--- src/ddr_nt_pkg.sv ---
`default_nettype none

package ddr_nt_pkg;

	localparam int ADDR_W = 12;	// register file address width

	// frame states of one hdr-ddr normal transfer
	typedef enum logic [4:0] {
		st_idle,
		st_cmd_pre,	// special command preamble
		st_rw_bit,
		st_seven_zeros,
		st_address,	// dynamic address of the target
		st_parity,	// shared by command word and data words
		st_ack_pre,	// controller one preamble ahead of the ack
		st_ack_wait,
		st_data_byte_1,
		st_data_byte_2,
		st_dummy_byte,	// pads an odd byte count
		st_data_pre,
		st_abort_bit,
		st_crc_pre_1,
		st_crc_pre_2,
		st_crc_token,
		st_crc_value,
		st_error,
		st_restart,
		st_exit
	} nt_state_e;

	// serializer modes, bit patterns decoded by the tx lane
	typedef enum logic [3:0] {
		txm_special_pre = 4'b0000,
		txm_address     = 4'b0001,
		txm_one_pre     = 4'b0010,
		txm_seven_zeros = 4'b0011,
		txm_parity      = 4'b0100,
		txm_zero_pre    = 4'b0110,
		txm_byte        = 4'b0111,
		txm_token_crc   = 4'b1100,
		txm_crc_value   = 4'b1101,
		txm_exit        = 4'b1110,
		txm_restart     = 4'b1111
	} tx_mode_e;

	// deserializer modes
	typedef enum logic [3:0] {
		rxm_preamble     = 4'd0,
		rxm_byte         = 4'd3,
		rxm_check_token  = 4'd4,
		rxm_check_parity = 4'd5,
		rxm_check_crc    = 4'd6,
		rxm_error        = 4'd7	// wait for the bus to settle after a fault
	} rx_mode_e;

	typedef enum logic [3:0] {
		err_success     = 4'd0,
		err_crc         = 4'd1,
		err_parity      = 4'd2,
		err_frame       = 4'd3,
		err_addr_header = 4'd4,
		err_nack        = 4'd5,
		err_ovl         = 4'd6,
		err_short_read  = 4'd7,
		err_hc_aborted  = 4'd8,
		err_bus_aborted = 4'd9
	} err_type_e;

	typedef struct packed {
		logic       toc;	// 0 restart, 1 exit
		logic [4:0] dev_index;
		logic       short_read_err;
		logic       rnw;	// 1 read
		logic       immediate;	// bit 0 of the command attribute
		logic       wroc;
	} xfer_cfg_t;

	typedef struct packed {
		logic tx_done;	// one-cycle pulses
		logic rx_done;
		logic rx_pre;	// sampled preamble bit
		logic rx_error;
		logic frm_last;	// frame counter on its last word
	} lane_stat_t;

	typedef struct packed {
		logic       tx_en;
		tx_mode_e   tx_mode;
		logic       rx_en;
		rx_mode_e   rx_mode;
		logic [7:0] special_data;
	} lane_cmd_t;

	typedef struct packed {
		logic       en;
		logic [4:0] cycles;
	} stall_req_t;

endpackage

`default_nettype wire
--- src/ddr_nt_top.sv ---
`timescale 1ns/10ps
`default_nettype none

module ddr_nt_top #(
	parameter logic [7:0]                    DYN_ADDR_BASE = 8'd8,
	parameter logic [ddr_nt_pkg::ADDR_W-1:0] REGF_WR_BASE  = 1,
	parameter logic [ddr_nt_pkg::ADDR_W-1:0] REGF_RD_BASE  = 10,
	parameter logic [ddr_nt_pkg::ADDR_W-1:0] REGF_IMM_BASE = 20,
	parameter logic [4:0]                    RESTART_STALL = 5'd10,
	parameter logic [4:0]                    EXIT_STALL    = 5'd16
) (
	input  wire                             i_sys_clk,
	input  wire                             i_sys_rst,
	input  wire                             i_engine_en,
	input  ddr_nt_pkg::xfer_cfg_t           i_cfg,	// stable while running
	input  ddr_nt_pkg::lane_stat_t          i_lane,
	input  wire [5:0]                       i_bitcnt,
	output ddr_nt_pkg::lane_cmd_t           o_lane,
	output logic                            o_regf_wr_en,
	output logic                            o_regf_rd_en,
	output logic [ddr_nt_pkg::ADDR_W-1:0]   o_regf_addr,
	output logic                            o_regf_abort,
	output ddr_nt_pkg::err_type_e           o_regf_error_type,
	output logic                            o_bitcnt_rst,
	output ddr_nt_pkg::stall_req_t          o_stall,
	output logic                            o_engine_done
);

	ddr_nt_pkg::nt_state_e state;
	logic                  data_phase;
	logic                  ack_ready;
	logic                  err_branch;

	ddr_nt_sequencer seq_i (
		.i_sys_clk     (i_sys_clk),
		.i_sys_rst     (i_sys_rst),
		.i_engine_en   (i_engine_en),
		.i_cfg         (i_cfg),
		.i_lane        (i_lane),
		.o_state       (state),
		.o_data_phase  (data_phase),
		.o_ack_ready   (ack_ready),
		.o_err_branch  (err_branch),
		.o_engine_done (o_engine_done)
	);

	ddr_nt_lane_ctrl #(
		.DYN_ADDR_BASE (DYN_ADDR_BASE)
	) lane_i (
		.i_state      (state),
		.i_data_phase (data_phase),
		.i_ack_ready  (ack_ready),
		.i_err_branch (err_branch),
		.i_cfg        (i_cfg),
		.i_lane       (i_lane),
		.o_lane       (o_lane),
		.o_error_type (o_regf_error_type),
		.o_abort      (o_regf_abort),
		.o_bitcnt_rst (o_bitcnt_rst)
	);

	ddr_nt_regf_ptr #(
		.REGF_WR_BASE  (REGF_WR_BASE),
		.REGF_RD_BASE  (REGF_RD_BASE),
		.REGF_IMM_BASE (REGF_IMM_BASE)
	) ptr_i (
		.i_sys_clk    (i_sys_clk),
		.i_sys_rst    (i_sys_rst),
		.i_state      (state),
		.i_cfg        (i_cfg),
		.i_lane       (i_lane),
		.o_regf_addr  (o_regf_addr),
		.o_regf_wr_en (o_regf_wr_en),
		.o_regf_rd_en (o_regf_rd_en)
	);

	// scl stall toward the bus timing block
	ddr_nt_stall_ctrl #(
		.RESTART_STALL (RESTART_STALL),
		.EXIT_STALL    (EXIT_STALL)
	) stall_i (
		.i_state  (state),
		.i_cfg    (i_cfg),
		.i_lane   (i_lane),
		.i_bitcnt (i_bitcnt),
		.o_stall  (o_stall)
	);

endmodule

`default_nettype wire

--- src/ddr_nt_stall_ctrl.sv ---
`timescale 1ns/10ps
`default_nettype none

module ddr_nt_stall_ctrl #(
	parameter logic [4:0] RESTART_STALL = 5'd10,
	parameter logic [4:0] EXIT_STALL    = 5'd16
) (
	input  ddr_nt_pkg::nt_state_e   i_state,
	input  ddr_nt_pkg::xfer_cfg_t   i_cfg,
	input  ddr_nt_pkg::lane_stat_t  i_lane,
	input  wire [5:0]               i_bitcnt,
	output ddr_nt_pkg::stall_req_t  o_stall
);

	logic crc_end;	// last bits of the crc value on the bus

	assign crc_end = (i_bitcnt == 6'd11) || (i_bitcnt == 6'd12);

	always_comb
	begin
		o_stall.en     = 1'b0;
		o_stall.cycles = 5'd0;
		case (i_state)
			ddr_nt_pkg::st_crc_value:
				o_stall.en = crc_end && (!i_cfg.rnw || !i_lane.rx_error);	// no stall on bad crc
			ddr_nt_pkg::st_restart, ddr_nt_pkg::st_exit:
				o_stall.en = !i_lane.tx_done;	// released with the pattern
			default:
				o_stall.en = 1'b0;
		endcase
		if (o_stall.en)
			o_stall.cycles = i_cfg.toc ? EXIT_STALL : RESTART_STALL;
	end

endmodule

`default_nettype wire

--- src/ddr_nt_regf_ptr.sv ---
`timescale 1ns/10ps
`default_nettype none

module ddr_nt_regf_ptr #(
	parameter logic [ddr_nt_pkg::ADDR_W-1:0] REGF_WR_BASE  = 1,
	parameter logic [ddr_nt_pkg::ADDR_W-1:0] REGF_RD_BASE  = 10,
	parameter logic [ddr_nt_pkg::ADDR_W-1:0] REGF_IMM_BASE = 20
) (
	input  wire                                i_sys_clk,
	input  wire                                i_sys_rst,
	input  ddr_nt_pkg::nt_state_e              i_state,
	input  ddr_nt_pkg::xfer_cfg_t              i_cfg,
	input  ddr_nt_pkg::lane_stat_t             i_lane,
	output logic [ddr_nt_pkg::ADDR_W-1:0]      o_regf_addr,
	output logic                               o_regf_wr_en,
	output logic                               o_regf_rd_en
);

	localparam logic [ddr_nt_pkg::ADDR_W-1:0] ADDR_STEP = 1;

	logic ack_ok;	// target acked the command
	logic in_byte;	// a real data byte, dummy excluded

	assign ack_ok  = (i_state == ddr_nt_pkg::st_ack_wait) && i_lane.rx_done && !i_lane.rx_pre;
	assign in_byte = (i_state == ddr_nt_pkg::st_data_byte_1)
		|| (i_state == ddr_nt_pkg::st_data_byte_2);

	always_ff @(posedge i_sys_clk or negedge i_sys_rst)
	begin
		if (!i_sys_rst)
			o_regf_addr <= '0;
		else if (ack_ok)
		begin
			if (i_cfg.rnw)
				o_regf_addr <= REGF_RD_BASE;
			else if (i_cfg.immediate)
				o_regf_addr <= REGF_IMM_BASE;
			else
				o_regf_addr <= REGF_WR_BASE;
		end
		else if (in_byte && (i_lane.tx_done || i_lane.rx_done))
			o_regf_addr <= o_regf_addr + ADDR_STEP;	// next byte slot
	end

	// write bytes come out of the register file, read bytes go in
	assign o_regf_rd_en = !i_cfg.rnw && (in_byte || ack_ok);	// ack_ok prefetches byte 1
	assign o_regf_wr_en = i_cfg.rnw && in_byte;

endmodule

`default_nettype wire

--- src/ddr_nt_lane_ctrl.sv ---
`timescale 1ns/10ps
`default_nettype none

module ddr_nt_lane_ctrl #(
	parameter logic [7:0] DYN_ADDR_BASE = 8'd8
) (
	input  ddr_nt_pkg::nt_state_e   i_state,
	input  wire                     i_data_phase,
	input  wire                     i_ack_ready,
	input  wire                     i_err_branch,	// sequencer is heading for error
	input  ddr_nt_pkg::xfer_cfg_t   i_cfg,
	input  ddr_nt_pkg::lane_stat_t  i_lane,
	output ddr_nt_pkg::lane_cmd_t   o_lane,
	output ddr_nt_pkg::err_type_e   o_error_type,
	output logic                    o_abort,
	output logic                    o_bitcnt_rst
);

	// tx or rx per state, direction from rnw where the bus turns around
	always_comb
	begin
		o_lane.tx_en        = 1'b0;
		o_lane.tx_mode      = ddr_nt_pkg::txm_special_pre;
		o_lane.rx_en        = 1'b0;
		o_lane.rx_mode      = ddr_nt_pkg::rxm_preamble;
		o_lane.special_data = 8'd0;
		case (i_state)
			ddr_nt_pkg::st_cmd_pre:
				o_lane.tx_en = 1'b1;
			ddr_nt_pkg::st_rw_bit:
			begin
				o_lane.tx_en   = 1'b1;
				o_lane.tx_mode = i_cfg.rnw ? ddr_nt_pkg::txm_one_pre : ddr_nt_pkg::txm_zero_pre;
			end
			ddr_nt_pkg::st_seven_zeros:
			begin
				o_lane.tx_en   = 1'b1;
				o_lane.tx_mode = ddr_nt_pkg::txm_seven_zeros;
			end
			ddr_nt_pkg::st_address:
			begin
				o_lane.tx_en        = 1'b1;
				o_lane.tx_mode      = ddr_nt_pkg::txm_address;
				o_lane.special_data = DYN_ADDR_BASE + {3'b000, i_cfg.dev_index};
			end
			ddr_nt_pkg::st_parity:
			begin
				if (i_cfg.rnw && i_data_phase)
				begin
					o_lane.rx_en   = 1'b1;	// target drives read data parity
					o_lane.rx_mode = ddr_nt_pkg::rxm_check_parity;
				end
				else
				begin
					o_lane.tx_en   = 1'b1;
					o_lane.tx_mode = ddr_nt_pkg::txm_parity;
				end
			end
			ddr_nt_pkg::st_ack_pre:
			begin
				o_lane.tx_en   = 1'b1;
				o_lane.tx_mode = ddr_nt_pkg::txm_one_pre;
			end
			ddr_nt_pkg::st_ack_wait:
				o_lane.rx_en = i_ack_ready;	// one settle cycle first
			ddr_nt_pkg::st_data_byte_1, ddr_nt_pkg::st_data_byte_2, ddr_nt_pkg::st_dummy_byte:
			begin
				o_lane.tx_en   = !i_cfg.rnw;
				o_lane.tx_mode = ddr_nt_pkg::txm_byte;
				o_lane.rx_en   = i_cfg.rnw;
				o_lane.rx_mode = ddr_nt_pkg::rxm_byte;
			end
			ddr_nt_pkg::st_data_pre, ddr_nt_pkg::st_crc_pre_2:
			begin
				o_lane.tx_en   = !i_cfg.rnw;
				o_lane.tx_mode = ddr_nt_pkg::txm_one_pre;
				o_lane.rx_en   = i_cfg.rnw;	// preamble comes from the target
			end
			ddr_nt_pkg::st_abort_bit:
			begin
				o_lane.tx_en   = i_cfg.rnw;	// controller continues or stops the read
				o_lane.tx_mode = i_lane.frm_last ? ddr_nt_pkg::txm_zero_pre
					: ddr_nt_pkg::txm_one_pre;
				o_lane.rx_en   = !i_cfg.rnw;
			end
			ddr_nt_pkg::st_crc_pre_1:
			begin
				o_lane.tx_en   = 1'b1;
				o_lane.tx_mode = ddr_nt_pkg::txm_zero_pre;
			end
			ddr_nt_pkg::st_crc_token:
			begin
				o_lane.tx_en   = !i_cfg.rnw;
				o_lane.tx_mode = ddr_nt_pkg::txm_token_crc;
				o_lane.rx_en   = i_cfg.rnw;
				o_lane.rx_mode = ddr_nt_pkg::rxm_check_token;
			end
			ddr_nt_pkg::st_crc_value:
			begin
				o_lane.tx_en   = !i_cfg.rnw;
				o_lane.tx_mode = ddr_nt_pkg::txm_crc_value;
				o_lane.rx_en   = i_cfg.rnw;
				o_lane.rx_mode = ddr_nt_pkg::rxm_check_crc;
			end
			ddr_nt_pkg::st_error:
			begin
				o_lane.rx_en   = 1'b1;
				o_lane.rx_mode = ddr_nt_pkg::rxm_error;
			end
			ddr_nt_pkg::st_restart:
			begin
				o_lane.tx_en   = 1'b1;
				o_lane.tx_mode = ddr_nt_pkg::txm_restart;
			end
			ddr_nt_pkg::st_exit:
			begin
				o_lane.tx_en   = 1'b1;
				o_lane.tx_mode = ddr_nt_pkg::txm_exit;
			end
			default:
				o_lane.tx_en = 1'b0;	// idle, lanes quiet
		endcase
	end

	// label the branch taken by the sequencer, valid only on the strobe
	always_comb
	begin
		o_error_type = ddr_nt_pkg::err_success;
		o_abort      = 1'b0;
		if (i_err_branch)
		begin
			case (i_state)
				ddr_nt_pkg::st_parity:    o_error_type = ddr_nt_pkg::err_parity;
				ddr_nt_pkg::st_ack_wait:  o_error_type = ddr_nt_pkg::err_nack;
				ddr_nt_pkg::st_data_pre:  o_error_type = ddr_nt_pkg::err_short_read;
				ddr_nt_pkg::st_crc_pre_2: o_error_type = ddr_nt_pkg::err_frame;	// pre 00
				ddr_nt_pkg::st_crc_token: o_error_type = ddr_nt_pkg::err_frame;
				ddr_nt_pkg::st_crc_value: o_error_type = ddr_nt_pkg::err_crc;
				ddr_nt_pkg::st_abort_bit:
				begin
					o_error_type = ddr_nt_pkg::err_bus_aborted;
					o_abort      = !i_cfg.rnw;	// only a target abort of a write
				end
				default:
					o_error_type = ddr_nt_pkg::err_success;
			endcase
		end
	end

	assign o_bitcnt_rst = (i_state == ddr_nt_pkg::st_error);	// restart bit counting

endmodule

`default_nettype wire

--- src/ddr_nt_sequencer.sv ---
`timescale 1ns/10ps
`default_nettype none

module ddr_nt_sequencer (
	input  wire                     i_sys_clk,
	input  wire                     i_sys_rst,
	input  wire                     i_engine_en,
	input  ddr_nt_pkg::xfer_cfg_t   i_cfg,
	input  ddr_nt_pkg::lane_stat_t  i_lane,
	output ddr_nt_pkg::nt_state_e   o_state,
	output logic                    o_data_phase,	// parity belongs to data, not command
	output logic                    o_ack_ready,
	output logic                    o_err_branch,
	output logic                    o_engine_done
);

	ddr_nt_pkg::nt_state_e state_q;
	ddr_nt_pkg::nt_state_e state_d;
	logic                  step;	// any lane finished its mode

	assign step = i_lane.tx_done | i_lane.rx_done;

	// frame state register
	always_ff @(posedge i_sys_clk or negedge i_sys_rst)
	begin
		if (!i_sys_rst)
			state_q <= ddr_nt_pkg::st_idle;
		else
			state_q <= state_d;
	end

	always_comb
	begin
		state_d = state_q;	// hold until the lane reports done
		case (state_q)
			ddr_nt_pkg::st_idle:
				if (i_engine_en)
					state_d = ddr_nt_pkg::st_cmd_pre;
			ddr_nt_pkg::st_cmd_pre:
				if (i_lane.tx_done)
					state_d = ddr_nt_pkg::st_rw_bit;
			ddr_nt_pkg::st_rw_bit:
				if (i_lane.tx_done)
					state_d = ddr_nt_pkg::st_seven_zeros;
			ddr_nt_pkg::st_seven_zeros:
				if (i_lane.tx_done)
					state_d = ddr_nt_pkg::st_address;
			ddr_nt_pkg::st_address:
				if (i_lane.tx_done)
					state_d = ddr_nt_pkg::st_parity;
			ddr_nt_pkg::st_parity:
				if (step)
				begin
					if (!o_data_phase)
						state_d = ddr_nt_pkg::st_ack_pre;	// command word done
					else if (!i_cfg.rnw)
						state_d = i_lane.frm_last ? ddr_nt_pkg::st_crc_pre_1
							: ddr_nt_pkg::st_data_pre;
					else if (i_lane.rx_error)
						state_d = ddr_nt_pkg::st_error;	// target parity mismatch
					else
						state_d = ddr_nt_pkg::st_data_pre;
				end
			ddr_nt_pkg::st_ack_pre:
				if (i_lane.tx_done)
					state_d = ddr_nt_pkg::st_ack_wait;
			ddr_nt_pkg::st_ack_wait:
				if (o_ack_ready && i_lane.rx_done)
					state_d = i_lane.rx_pre ? ddr_nt_pkg::st_error	// nack
						: ddr_nt_pkg::st_data_byte_1;
			ddr_nt_pkg::st_data_byte_1:
				if (step)
					state_d = i_lane.frm_last ? ddr_nt_pkg::st_dummy_byte
						: ddr_nt_pkg::st_data_byte_2;
			ddr_nt_pkg::st_data_byte_2, ddr_nt_pkg::st_dummy_byte:
				if (step)
					state_d = ddr_nt_pkg::st_parity;
			ddr_nt_pkg::st_data_pre:
				if (step)
				begin
					if (!i_cfg.rnw)
						state_d = ddr_nt_pkg::st_abort_bit;	// target may still stop us
					else if (i_lane.rx_pre)
						state_d = ddr_nt_pkg::st_abort_bit;	// target has more data
					else if (!i_lane.frm_last && i_cfg.short_read_err)
						state_d = ddr_nt_pkg::st_error;	// ended early
					else
						state_d = ddr_nt_pkg::st_crc_pre_2;
				end
			ddr_nt_pkg::st_abort_bit:
				if (step)
				begin
					if (!i_cfg.rnw)
						state_d = i_lane.rx_pre ? ddr_nt_pkg::st_data_byte_1
							: ddr_nt_pkg::st_error;
					else
						state_d = i_lane.frm_last ? ddr_nt_pkg::st_error
							: ddr_nt_pkg::st_data_byte_1;
				end
			ddr_nt_pkg::st_crc_pre_1:
				if (step)
					state_d = ddr_nt_pkg::st_crc_pre_2;
			ddr_nt_pkg::st_crc_pre_2:
				if (step)
					state_d = (i_cfg.rnw && !i_lane.rx_pre) ? ddr_nt_pkg::st_error
						: ddr_nt_pkg::st_crc_token;
			ddr_nt_pkg::st_crc_token:
				if (step)
					state_d = (i_cfg.rnw && i_lane.rx_error) ? ddr_nt_pkg::st_error
						: ddr_nt_pkg::st_crc_value;
			ddr_nt_pkg::st_crc_value:
				if (step)
				begin
					if (i_cfg.rnw && i_lane.rx_error)
						state_d = ddr_nt_pkg::st_error;	// crc mismatch
					else
						state_d = i_cfg.toc ? ddr_nt_pkg::st_exit : ddr_nt_pkg::st_restart;
				end
			ddr_nt_pkg::st_error:
				if (i_lane.rx_done)
					state_d = i_cfg.toc ? ddr_nt_pkg::st_exit : ddr_nt_pkg::st_restart;
			ddr_nt_pkg::st_restart, ddr_nt_pkg::st_exit:
				if (i_lane.tx_done)
					state_d = ddr_nt_pkg::st_idle;
			default:
				state_d = ddr_nt_pkg::st_idle;
		endcase
	end

	// the branch decision lane_ctrl turns into an error code
	assign o_err_branch = (state_d == ddr_nt_pkg::st_error) && (state_q != ddr_nt_pkg::st_error);

	always_ff @(posedge i_sys_clk or negedge i_sys_rst)
	begin
		if (!i_sys_rst)
		begin
			o_data_phase  <= 1'b0;
			o_ack_ready   <= 1'b0;
			o_engine_done <= 1'b0;
		end
		else
		begin
			if (state_q == ddr_nt_pkg::st_idle)
				o_data_phase <= 1'b0;	// next parity is the command one
			else if (state_q == ddr_nt_pkg::st_data_byte_1
				|| state_q == ddr_nt_pkg::st_data_byte_2
				|| state_q == ddr_nt_pkg::st_dummy_byte)
				o_data_phase <= 1'b1;
			o_ack_ready <= (state_q == ddr_nt_pkg::st_ack_wait);	// low on the entry cycle
			// pulse on the edge that returns to idle
			o_engine_done <= (state_q == ddr_nt_pkg::st_restart
				|| state_q == ddr_nt_pkg::st_exit) && i_lane.tx_done;
		end
	end

	assign o_state = state_q;

endmodule

`default_nettype wire

--- config.mk ---
export PLATFORM = sky130hd
export DESIGN_NAME = ddr_nt_top
export DESIGN_NICKNAME = d
export VERILOG_FILES = /design/src/ddr_nt_pkg.sv /design/src/ddr_nt_top.sv /design/src/ddr_nt_stall_ctrl.sv /design/src/ddr_nt_regf_ptr.sv /design/src/ddr_nt_lane_ctrl.sv /design/src/ddr_nt_sequencer.sv
export SDC_FILE = /design/constraint.sdc
export NUM_CORES = 1
export LEC_CHECK = 0
export BUFFER_PORTS_ARGS = -buffer_cell sky130_fd_sc_hd__clkbuf_2
export CORE_MARGIN = 3
export CORE_UTILIZATION = 47
export CTS_BUF_LIST = sky130_fd_sc_hd__clkbuf_4 sky130_fd_sc_hd__clkbuf_8 sky130_fd_sc_hd__clkbuf_16
export CTS_CLUSTER_DIAMETER = 60
export CTS_CLUSTER_SIZE = 10
export DETAILED_ROUTE_END_ITERATION = 10
export GPL_TIMING_DRIVEN = 0
export PLACE_DENSITY = 0.78
export SKIP_LAST_GASP = 1
export SYNTH_ARGS = -nofsm -noshare
export SYNTH_HDL_FRONTEND = slang
export SYNTH_SLANG_ARGS = --single-unit
--- constraint.sdc ---
create_clock -name i_sys_clk -period 2.1 [get_ports i_sys_clk]
set_input_delay 0.42 -clock i_sys_clk [delete_from_list [all_inputs] [get_ports i_sys_clk]]
set_output_delay 0.42 -clock i_sys_clk [all_outputs]
set_load 0.01 [all_outputs]
==> results of run 1 <==
## sequential cells by signal, summed over array words and instances, names as in the netlist
signal / count
seq_i.o_ack_ready: 1
seq_i.o_state: 5
ptr_i.o_regf_addr: 12
seq_i.o_data_phase: 1
seq_i.o_engine_done: 1
## layout by cell type (no fill, tap or decap), types with 4 or more instances in the layout
| cell type | instances |
|---|---|
| nand4_1 | 6 |
| and3_1 | 4 |
| a31oi_1 | 6 |
| xor2_1 | 5 |
| and2_1 | 7 |
| nor3_1 | 6 |
| buf_4 | 40 |
| conb_1 | 5 |
| nor2b_1 | 5 |
| o21ai_0 | 16 |
| buf_2 | 22 |
| o21ai_1 | 4 |
| buf_8 | 4 |
| nand3_1 | 9 |
| a21oi_1 | 15 |
| nand2b_1 | 7 |
| clkbuf_2 | 44 |
| nor2_1 | 32 |
| inv_1 | 9 |
| a21oi_2 | 4 |
| dfrtp_1 | 16 |
| buf_6 | 11 |
| nand2_1 | 28 |
| nor2_4 | 4 |
| dfrtp_2 | 4 |
## final cells by class
cell class / count / area [um^2]
sequential: 20 / 505
multi-input combinational: 252 / 1760
fill: 332 / 1070
buffer: 27 / 249
clock buffer: 3 / 41.3
tap: 52 / 65.1
timing repair buffer: 97 / 614
inverter: 10 / 41.3
clock inverter: 1 / 30.0
## synthesized netlist by cell type (all sizes together) (4+ instances only)
library cell  instances  area [um^2]
a21boi                4         30.0
a21oi                19         95.1
a31oi                 8         50.1
and2                  7         43.8
and3                  5         31.3
buf                  22          125
clkbuf                8         30.0
dfrtp                20          500
inv                  10         37.5
nand2                31          116
nand2b                8         50.1
nand3                11         55.1
nand4                 6         37.5
nor2                 39          146
nor2b                 7         43.8
nor3                 10         50.1
nor4                  6         43.8
o21ai                21          105
or2                   5         31.3
or3                   4         25.0
xor2                  5         43.8
## kinds of logic after synthesis
kind of cell | after synthesis
AND/OR/NAND/NOR | 149
AO/OA/AOI/OAI | 85
buffers and inverters | 40
multiplexers | 3
other | 1
flip-flops | 20
adder cells (fa/ha/maj) | 2
XOR/XNOR | 8
## metal layers
metal  vias to the layer above  routed length (um)  share of wire (%)
met5                         -                   0                  0
met3                        58                1010                 12
met4                         0                 512                5.9
li1                       1311                   -                  -
met2                       231                3970                 46
met1                      1337                3160                 37
## path summary, 6_finish.rpt
kind	from	end	slack, ps	cells after the start
max in group asynchronous	i_sys_rst	seq_i.o_state[3]	1630	1
setup reg to reg	seq_i.o_state[3]	ptr_i.o_regf_addr[5]	-110	8
hold / removal	i_sys_rst	ptr_i.o_regf_addr[4]	110	1
setup / recovery	seq_i.o_state[3]	o_regf_error_type[0]	-650	7
min in group i_sys_clk	i_cfg[1]	ptr_i.o_regf_addr[0]	480	4
hold reg to reg	ptr_i.o_regf_addr[11]	ptr_i.o_regf_addr[11]	560	2
## worst register-to-register path: cells and delay by family (launching register included)
kind / cells / cell delay, ps
XOR/XNOR: 1 / 150
AND/OR/NAND/NOR: 4 / 1050
buffers and inverters: 2 / 290
AO/OA/AOI/OAI: 1 / 180
flip-flops: 1 / 430
## power by group through the flow
stage | sequential [mW] | clock [mW] | combinational [mW]
after floorplan | 0.536 | 0 | 1.23
after global placement | 0.541 | 0 | 1.72
after detailed placement | 0.548 | 0 | 1.71
after CTS | 0.550 | 0.386 | 1.93
after global routing | 0.581 | 0.398 | 2.66
final | 0.574 | 0.381 | 2.51
## what timing repair did
item	4_1_cts	5_1_grt
resized for setup	50	77
hold buffers	0	0
pin swaps	15	19
cloned	0	3
buffers inserted	9	25
endpoints found under the setup margin	28	40
==> out/qor.csv, run 1 <==
metric;value;unit
status;complete, but fails checks;
failed_checks;setup timing;
num-nets-final;437;
seqPwrFrac;16.6;%
clockBufferDepth;2;
period_needed;2750;ps
placed_cells;425;
grt_busiest_layer;met2;
path_clk_slew;70;ps
crit_type;flop to output port;
leakage;1.55;nW
crit_path_end_kind;output port;
dr.pass1.iters;5;
grt_usage;28.2;%
irDropWorstVdd;875;uV
syn_inst;308;
wl_per_cell;18.7;um
timing_max_transition_violations_final;0;
cts.htree.levels;1;
post-place-ws;-577;ps
p_comb_share;72.4;%
setup_tns;-6260;ps
internal_power;1.80;mW
fin_crit_sh;131;%
p_clk_share;11.0;%
swShare;48.0;%
gr-total-overflow;0;
fin_area;3310;um^2
die_x;73.7;um
viasPerCell;6.36;
synth.cell_area;2160;um^2
dp_hpwl;5.62;mm
fin_skew;2.22;ps
drc;0;
drive_gt1_share;44.1;%
grt_util_met1;35.3;%
ys_seq_area_share;23.2;%
grtUsageMet2;47.8;%
met3_usage;3.69;%
core.rowCount;24;
synth_compound_area_share;26.3;%
relSlewSlack;54.6;%
n_antenna_cell;0;
ant_nets;0;
grt_max_degree;21;
cap_violations;0;
rsz0062_at_grt;true;
totalWireLength;8.64;mm
grt_pass1_vias;2469;
cpPeakStageDelay;570;ps
worstMarginPinSlew;681;ps
crit_fanout;5;
num_vias;2937;
p_total;3.46;mW
synth-edff-count;0;
switchingPower;1.66;mW
grt_antenna_before_repair;0;
ys_async_sr_fraction;100;%
synth_cell_types;62;
yosysWarnings;0;
die_area;5440;um^2
placed_cell_area;2580;um^2
crit_family;simple AND/OR/NAND/NOR gates;
synth_top_flop_cell;dfrtp_1;
final_util;75.5;%
start_util;49.2;%
holdWs;111;ps
ios;69;
path_cells;or4b_4 -> or2_4 -> o21ai_2 -> o32a_2 -> nor4_4 -> nor4b_2 -> buf_2;
setup_ws;-648;ps
fp.dieH;73.7;um
ys_ff_latch;20;
p_per_area;1050;nW/um^2
cp.arrival;2330;ps
fmax;364;MHz
setup_viol;27;
core_area;4380;um^2
critPathBufInv;1;
yosys.area_share.simple;35.6;%
clock_latency;260;ps
cts_buffers;3;
drtIter0Drc;271;
synthAdderAreaFrac;1.16;%
min_path_type;primary input to async pin;
cts_sinks;20;
cts_tree;built;
stdcell_count;462;
clock-root-buffer;clkbuf_8;
cpMaxStageDelayCell;or4b_4;
area_growth;53.4;%
required;1680;ps
io_buffers;61;
synth_top_family_by_area;simple AND/OR/NAND/NOR gates;
synth-xor-area-share;3.25;%
syn_area_per_cell;7.00;um^2
synth.area.mux_share;1.45;%
start_kind;flop;
hold_violations;0;
grt_pass1_wl;12.0;mm
gp_congestion;1.03;
No activity file was read; power rests on OpenSTA's default activity.
==> inputs of run 2 (changes only) <==
--- a/config.mk
+++ b/config.mk
@@ -7,14 +7,15 @@
 export LEC_CHECK = 0
 export BUFFER_PORTS_ARGS = -buffer_cell sky130_fd_sc_hd__clkbuf_2
 export CORE_MARGIN = 3
-export CORE_UTILIZATION = 47
+export CORE_UTILIZATION = 53
 export CTS_BUF_LIST = sky130_fd_sc_hd__clkbuf_4 sky130_fd_sc_hd__clkbuf_8 sky130_fd_sc_hd__clkbuf_16
 export CTS_CLUSTER_DIAMETER = 60
 export CTS_CLUSTER_SIZE = 10
 export DETAILED_ROUTE_END_ITERATION = 10
 export GPL_TIMING_DRIVEN = 0
-export PLACE_DENSITY = 0.78
+export PLACE_DENSITY = 0.86
 export SKIP_LAST_GASP = 1
 export SYNTH_ARGS = -nofsm -noshare
 export SYNTH_HDL_FRONTEND = slang
+export SYNTH_HIERARCHICAL = 1
 export SYNTH_SLANG_ARGS = --single-unit
==> constraint.sdc (replaced) <==
create_clock -name i_sys_clk -period 2.9 [get_ports i_sys_clk]
set_input_delay 0.58 -clock i_sys_clk [delete_from_list [all_inputs] [get_ports i_sys_clk]]
set_output_delay 0.58 -clock i_sys_clk [all_outputs]
set_load 0.01 [all_outputs]
==> out/qor.csv, run 2 <==
metric;value;unit
placed_cell_area;2780;um^2
setup_ws;-462;ps
fin_area;3220;um^2
cp.arrival;2780;ps
num-fill-cells;281;
irDropWorstVdd;364;uV
die_area;5350;um^2
gp_congestion;0.996;
final_common_cell;clkbuf_2;
r2r-start;seq_i/o_state[3];
fp.dieH;73.1;um
rr_worst_depth;6;
synth-edff-count;0;
final_util;77.2;%
grt_max_degree;21;
multiInputGateArea;1820;um^2
num-nets-final;439;
p_per_area;723;nW/um^2
fmax;297;MHz
hold_violations;0;
syn_area_per_cell;7.44;um^2
leakage;1.41;nW
syn_inst;321;
drc;0;
ff_latch_area;507;um^2
cts_sinks;20;
worstMarginPinSlew;593;ps
status;complete, but fails checks;
dr.pass1.iters;5;
totalWireLength;7.96;mm
drtIter0Drc;357;
ios;69;
synth_area_leaders;dfrtp_1 (21%), nor2_1 (5.3%), xnor2_1 (4.0%), a21oi_1 (4.0%), nand2_1 (3.9%);
fin_crit_sh;116;%
core_area;4170;um^2
num_vias;2902;
synth.cell_area;2390;um^2
ys_seq_area_share;21.0;%
fin_skew;4.17;ps
min_path_type;primary input to async pin;
viasPerCell;6.28;
crit_type;flop to output port;
ys_ff_latch;20;
drive_gt1_share;38.1;%
cts.htree.levels;1;
regMostFlops;ptr_i/o_regf_addr;
crit_path_end_kind;output port;
setup_viol;5;
clockBufferDepth;2;
yosysWarnings;6;
path_clk_slew;80;ps
grt_pass1_wl;11.7;mm
layout_common_cells;clkbuf_2 (57), nor2_1 (32), buf_4 (31);
cts_buffers;3;
grt_antenna_before_repair;0;
required;2320;ps
clock-root-buffer;clkbuf_8;
wl_per_cell;17.2;um
die_x;73.1;um
grt_pass1_vias;2432;
gr-total-overflow;0;
synth.top_cells.by_count;nor2_1 (34), nand2_1 (25), dfrtp_1 (20), a21oi_1 (19), o21ai_0 (15);
ys_async_sr_fraction;100;%
start_util;57.2;%
io_buffers;62;
dp_hpwl;5.44;mm
rsz0062_at_grt;true;
failed_checks;setup timing;
crit_fanout;6;
cts.hold.buffers_added;0;
start_kind;flop;
cts_tree;built;
core.rowCount;23;
clock_latency;260;ps
yosys.cell_count.top_type;nor2_1;
synth_top_flop_cell;dfrtp_1;
relSlewSlack;59.9;%
period_needed;3360;ps
grt_usage;27.3;%
timing_max_transition_violations_final;0;
largest_reg_flops;12;
synth_top_area_share;21.0;%
cap_violations;0;
ant_nets;0;
synth_cell_types;74;
n_antenna_cell;0;
yosysTopAreaCell;dfrtp_1;
setup.worst_path.start;seq_i/o_state[3];
area_growth;34.9;%
==> run 2: changes by cell type in the layout (fill, tap and decap cells not counted), moves of 8 or more <==
cell / previous run / this run
buf_2: 22 / 10
buf_4: 40 / 31
xnor2_1: 3 / 11
clkbuf_2: 44 / 57
==> run 2: cell families (layout without fill, tap and decap cells) <==
| family | Yosys count | after routing | synth area share [%] |
|---|---|---|---|
| AO/OA/AOI/OAI | 85 | 85 | 24.6 |
| AND/OR/NAND/NOR | 155 | 155 | 37.7 |
| other | 2 | 5 | 0.315 |
| buffers and inverters | 42 | 130 | 9.54 |
| adder cells (fa/ha/maj) | 2 | 2 | 1.05 |
| multiplexers | 3 | 3 | 1.36 |
| XOR/XNOR | 12 | 12 | 4.40 |
| flip-flops | 20 | 20 | 21.0 |
==> run 2: power by group <==
group	switching, mW	internal [mW]	total (mW)	leakage [nW]
clock	0.0951	0.184	0.279	0.0357
sequential	0.0946	0.347	0.441	0.256
combinational	0.900	0.709	1.61	1.11
total	1.09	1.24	2.33	1.41
==> run 2: final cells by class <==
cell class                 count  area share, %
multi-input combinational    262           56.6
inverter                      13           1.52
tap                           50           1.94
timing repair buffer          84           15.5
sequential                    20           15.7
clock inverter                 1          0.932
buffer                        29           6.49
clock buffer                   3           1.28
==> run 2: path summary, 6_finish.rpt <==
check / end / slack (ps)
worst max-delay path: o_regf_abort / -460
worst min-delay path: ptr_i/o_regf_addr[5] / 260
worst max register to register: ptr_i/o_regf_addr[11] / 430
worst min register to register: ptr_i/o_regf_addr[10] / 530
max in group asynchronous: seq_i/o_state[1] / 2270
min in group i_sys_clk: ptr_i/o_regf_addr[10] / 530
==> run 2: worst max-delay path: stages, from the launching register on <==
cell	delay, ps
dfrtp_2	500
nor4_2	470
a22o_1	220
buf_4	120
nor2b_1	150
o32ai_1	100
nand4_1	150
nor4bb_4	460
and3_1	220
buf_2	130
==> run 2: timing repair <==
action	CTS	global route
setup buffers	5	18
gates resized for setup	14	49
cloned	0	0
endpoints found under the setup margin	5	5
pin swaps	3	14
==> run 2: routing by layer <==
layer	vias to the layer above	wire length [um]	global-route usage, %	part of all wire, %
met1	1334	3120	36.5	39
met4	0	259	8.40	3.3
met5	-	0	0	0
li1	1355	-	-	-
met2	184	3910	45.7	49
met3	29	675	3.03	8.5
==> run 2: metrics by stage <==
| step | setup slack (ps) | power, mW | setup TNS (ps) | hold WS [ps] | instances |
|---|---|---|---|---|---|
| 2_1_floorplan | 1.37 | 1.33 | 0 | 284 | 324 |
| 3_3_place_gp | -767 | 1.67 | -3490 | 509 | 436 |
| 3_5_place_dp | -828 | 1.67 | -3790 | 511 | 436 |
| 4_1_cts | -454 | 2.03 | -2100 | 276 | 445 |
| 5_1_grt | -543 | 2.49 | -2670 | 282 | 462 |
| 6_report | -462 | 2.33 | -2190 | 265 | 462 |
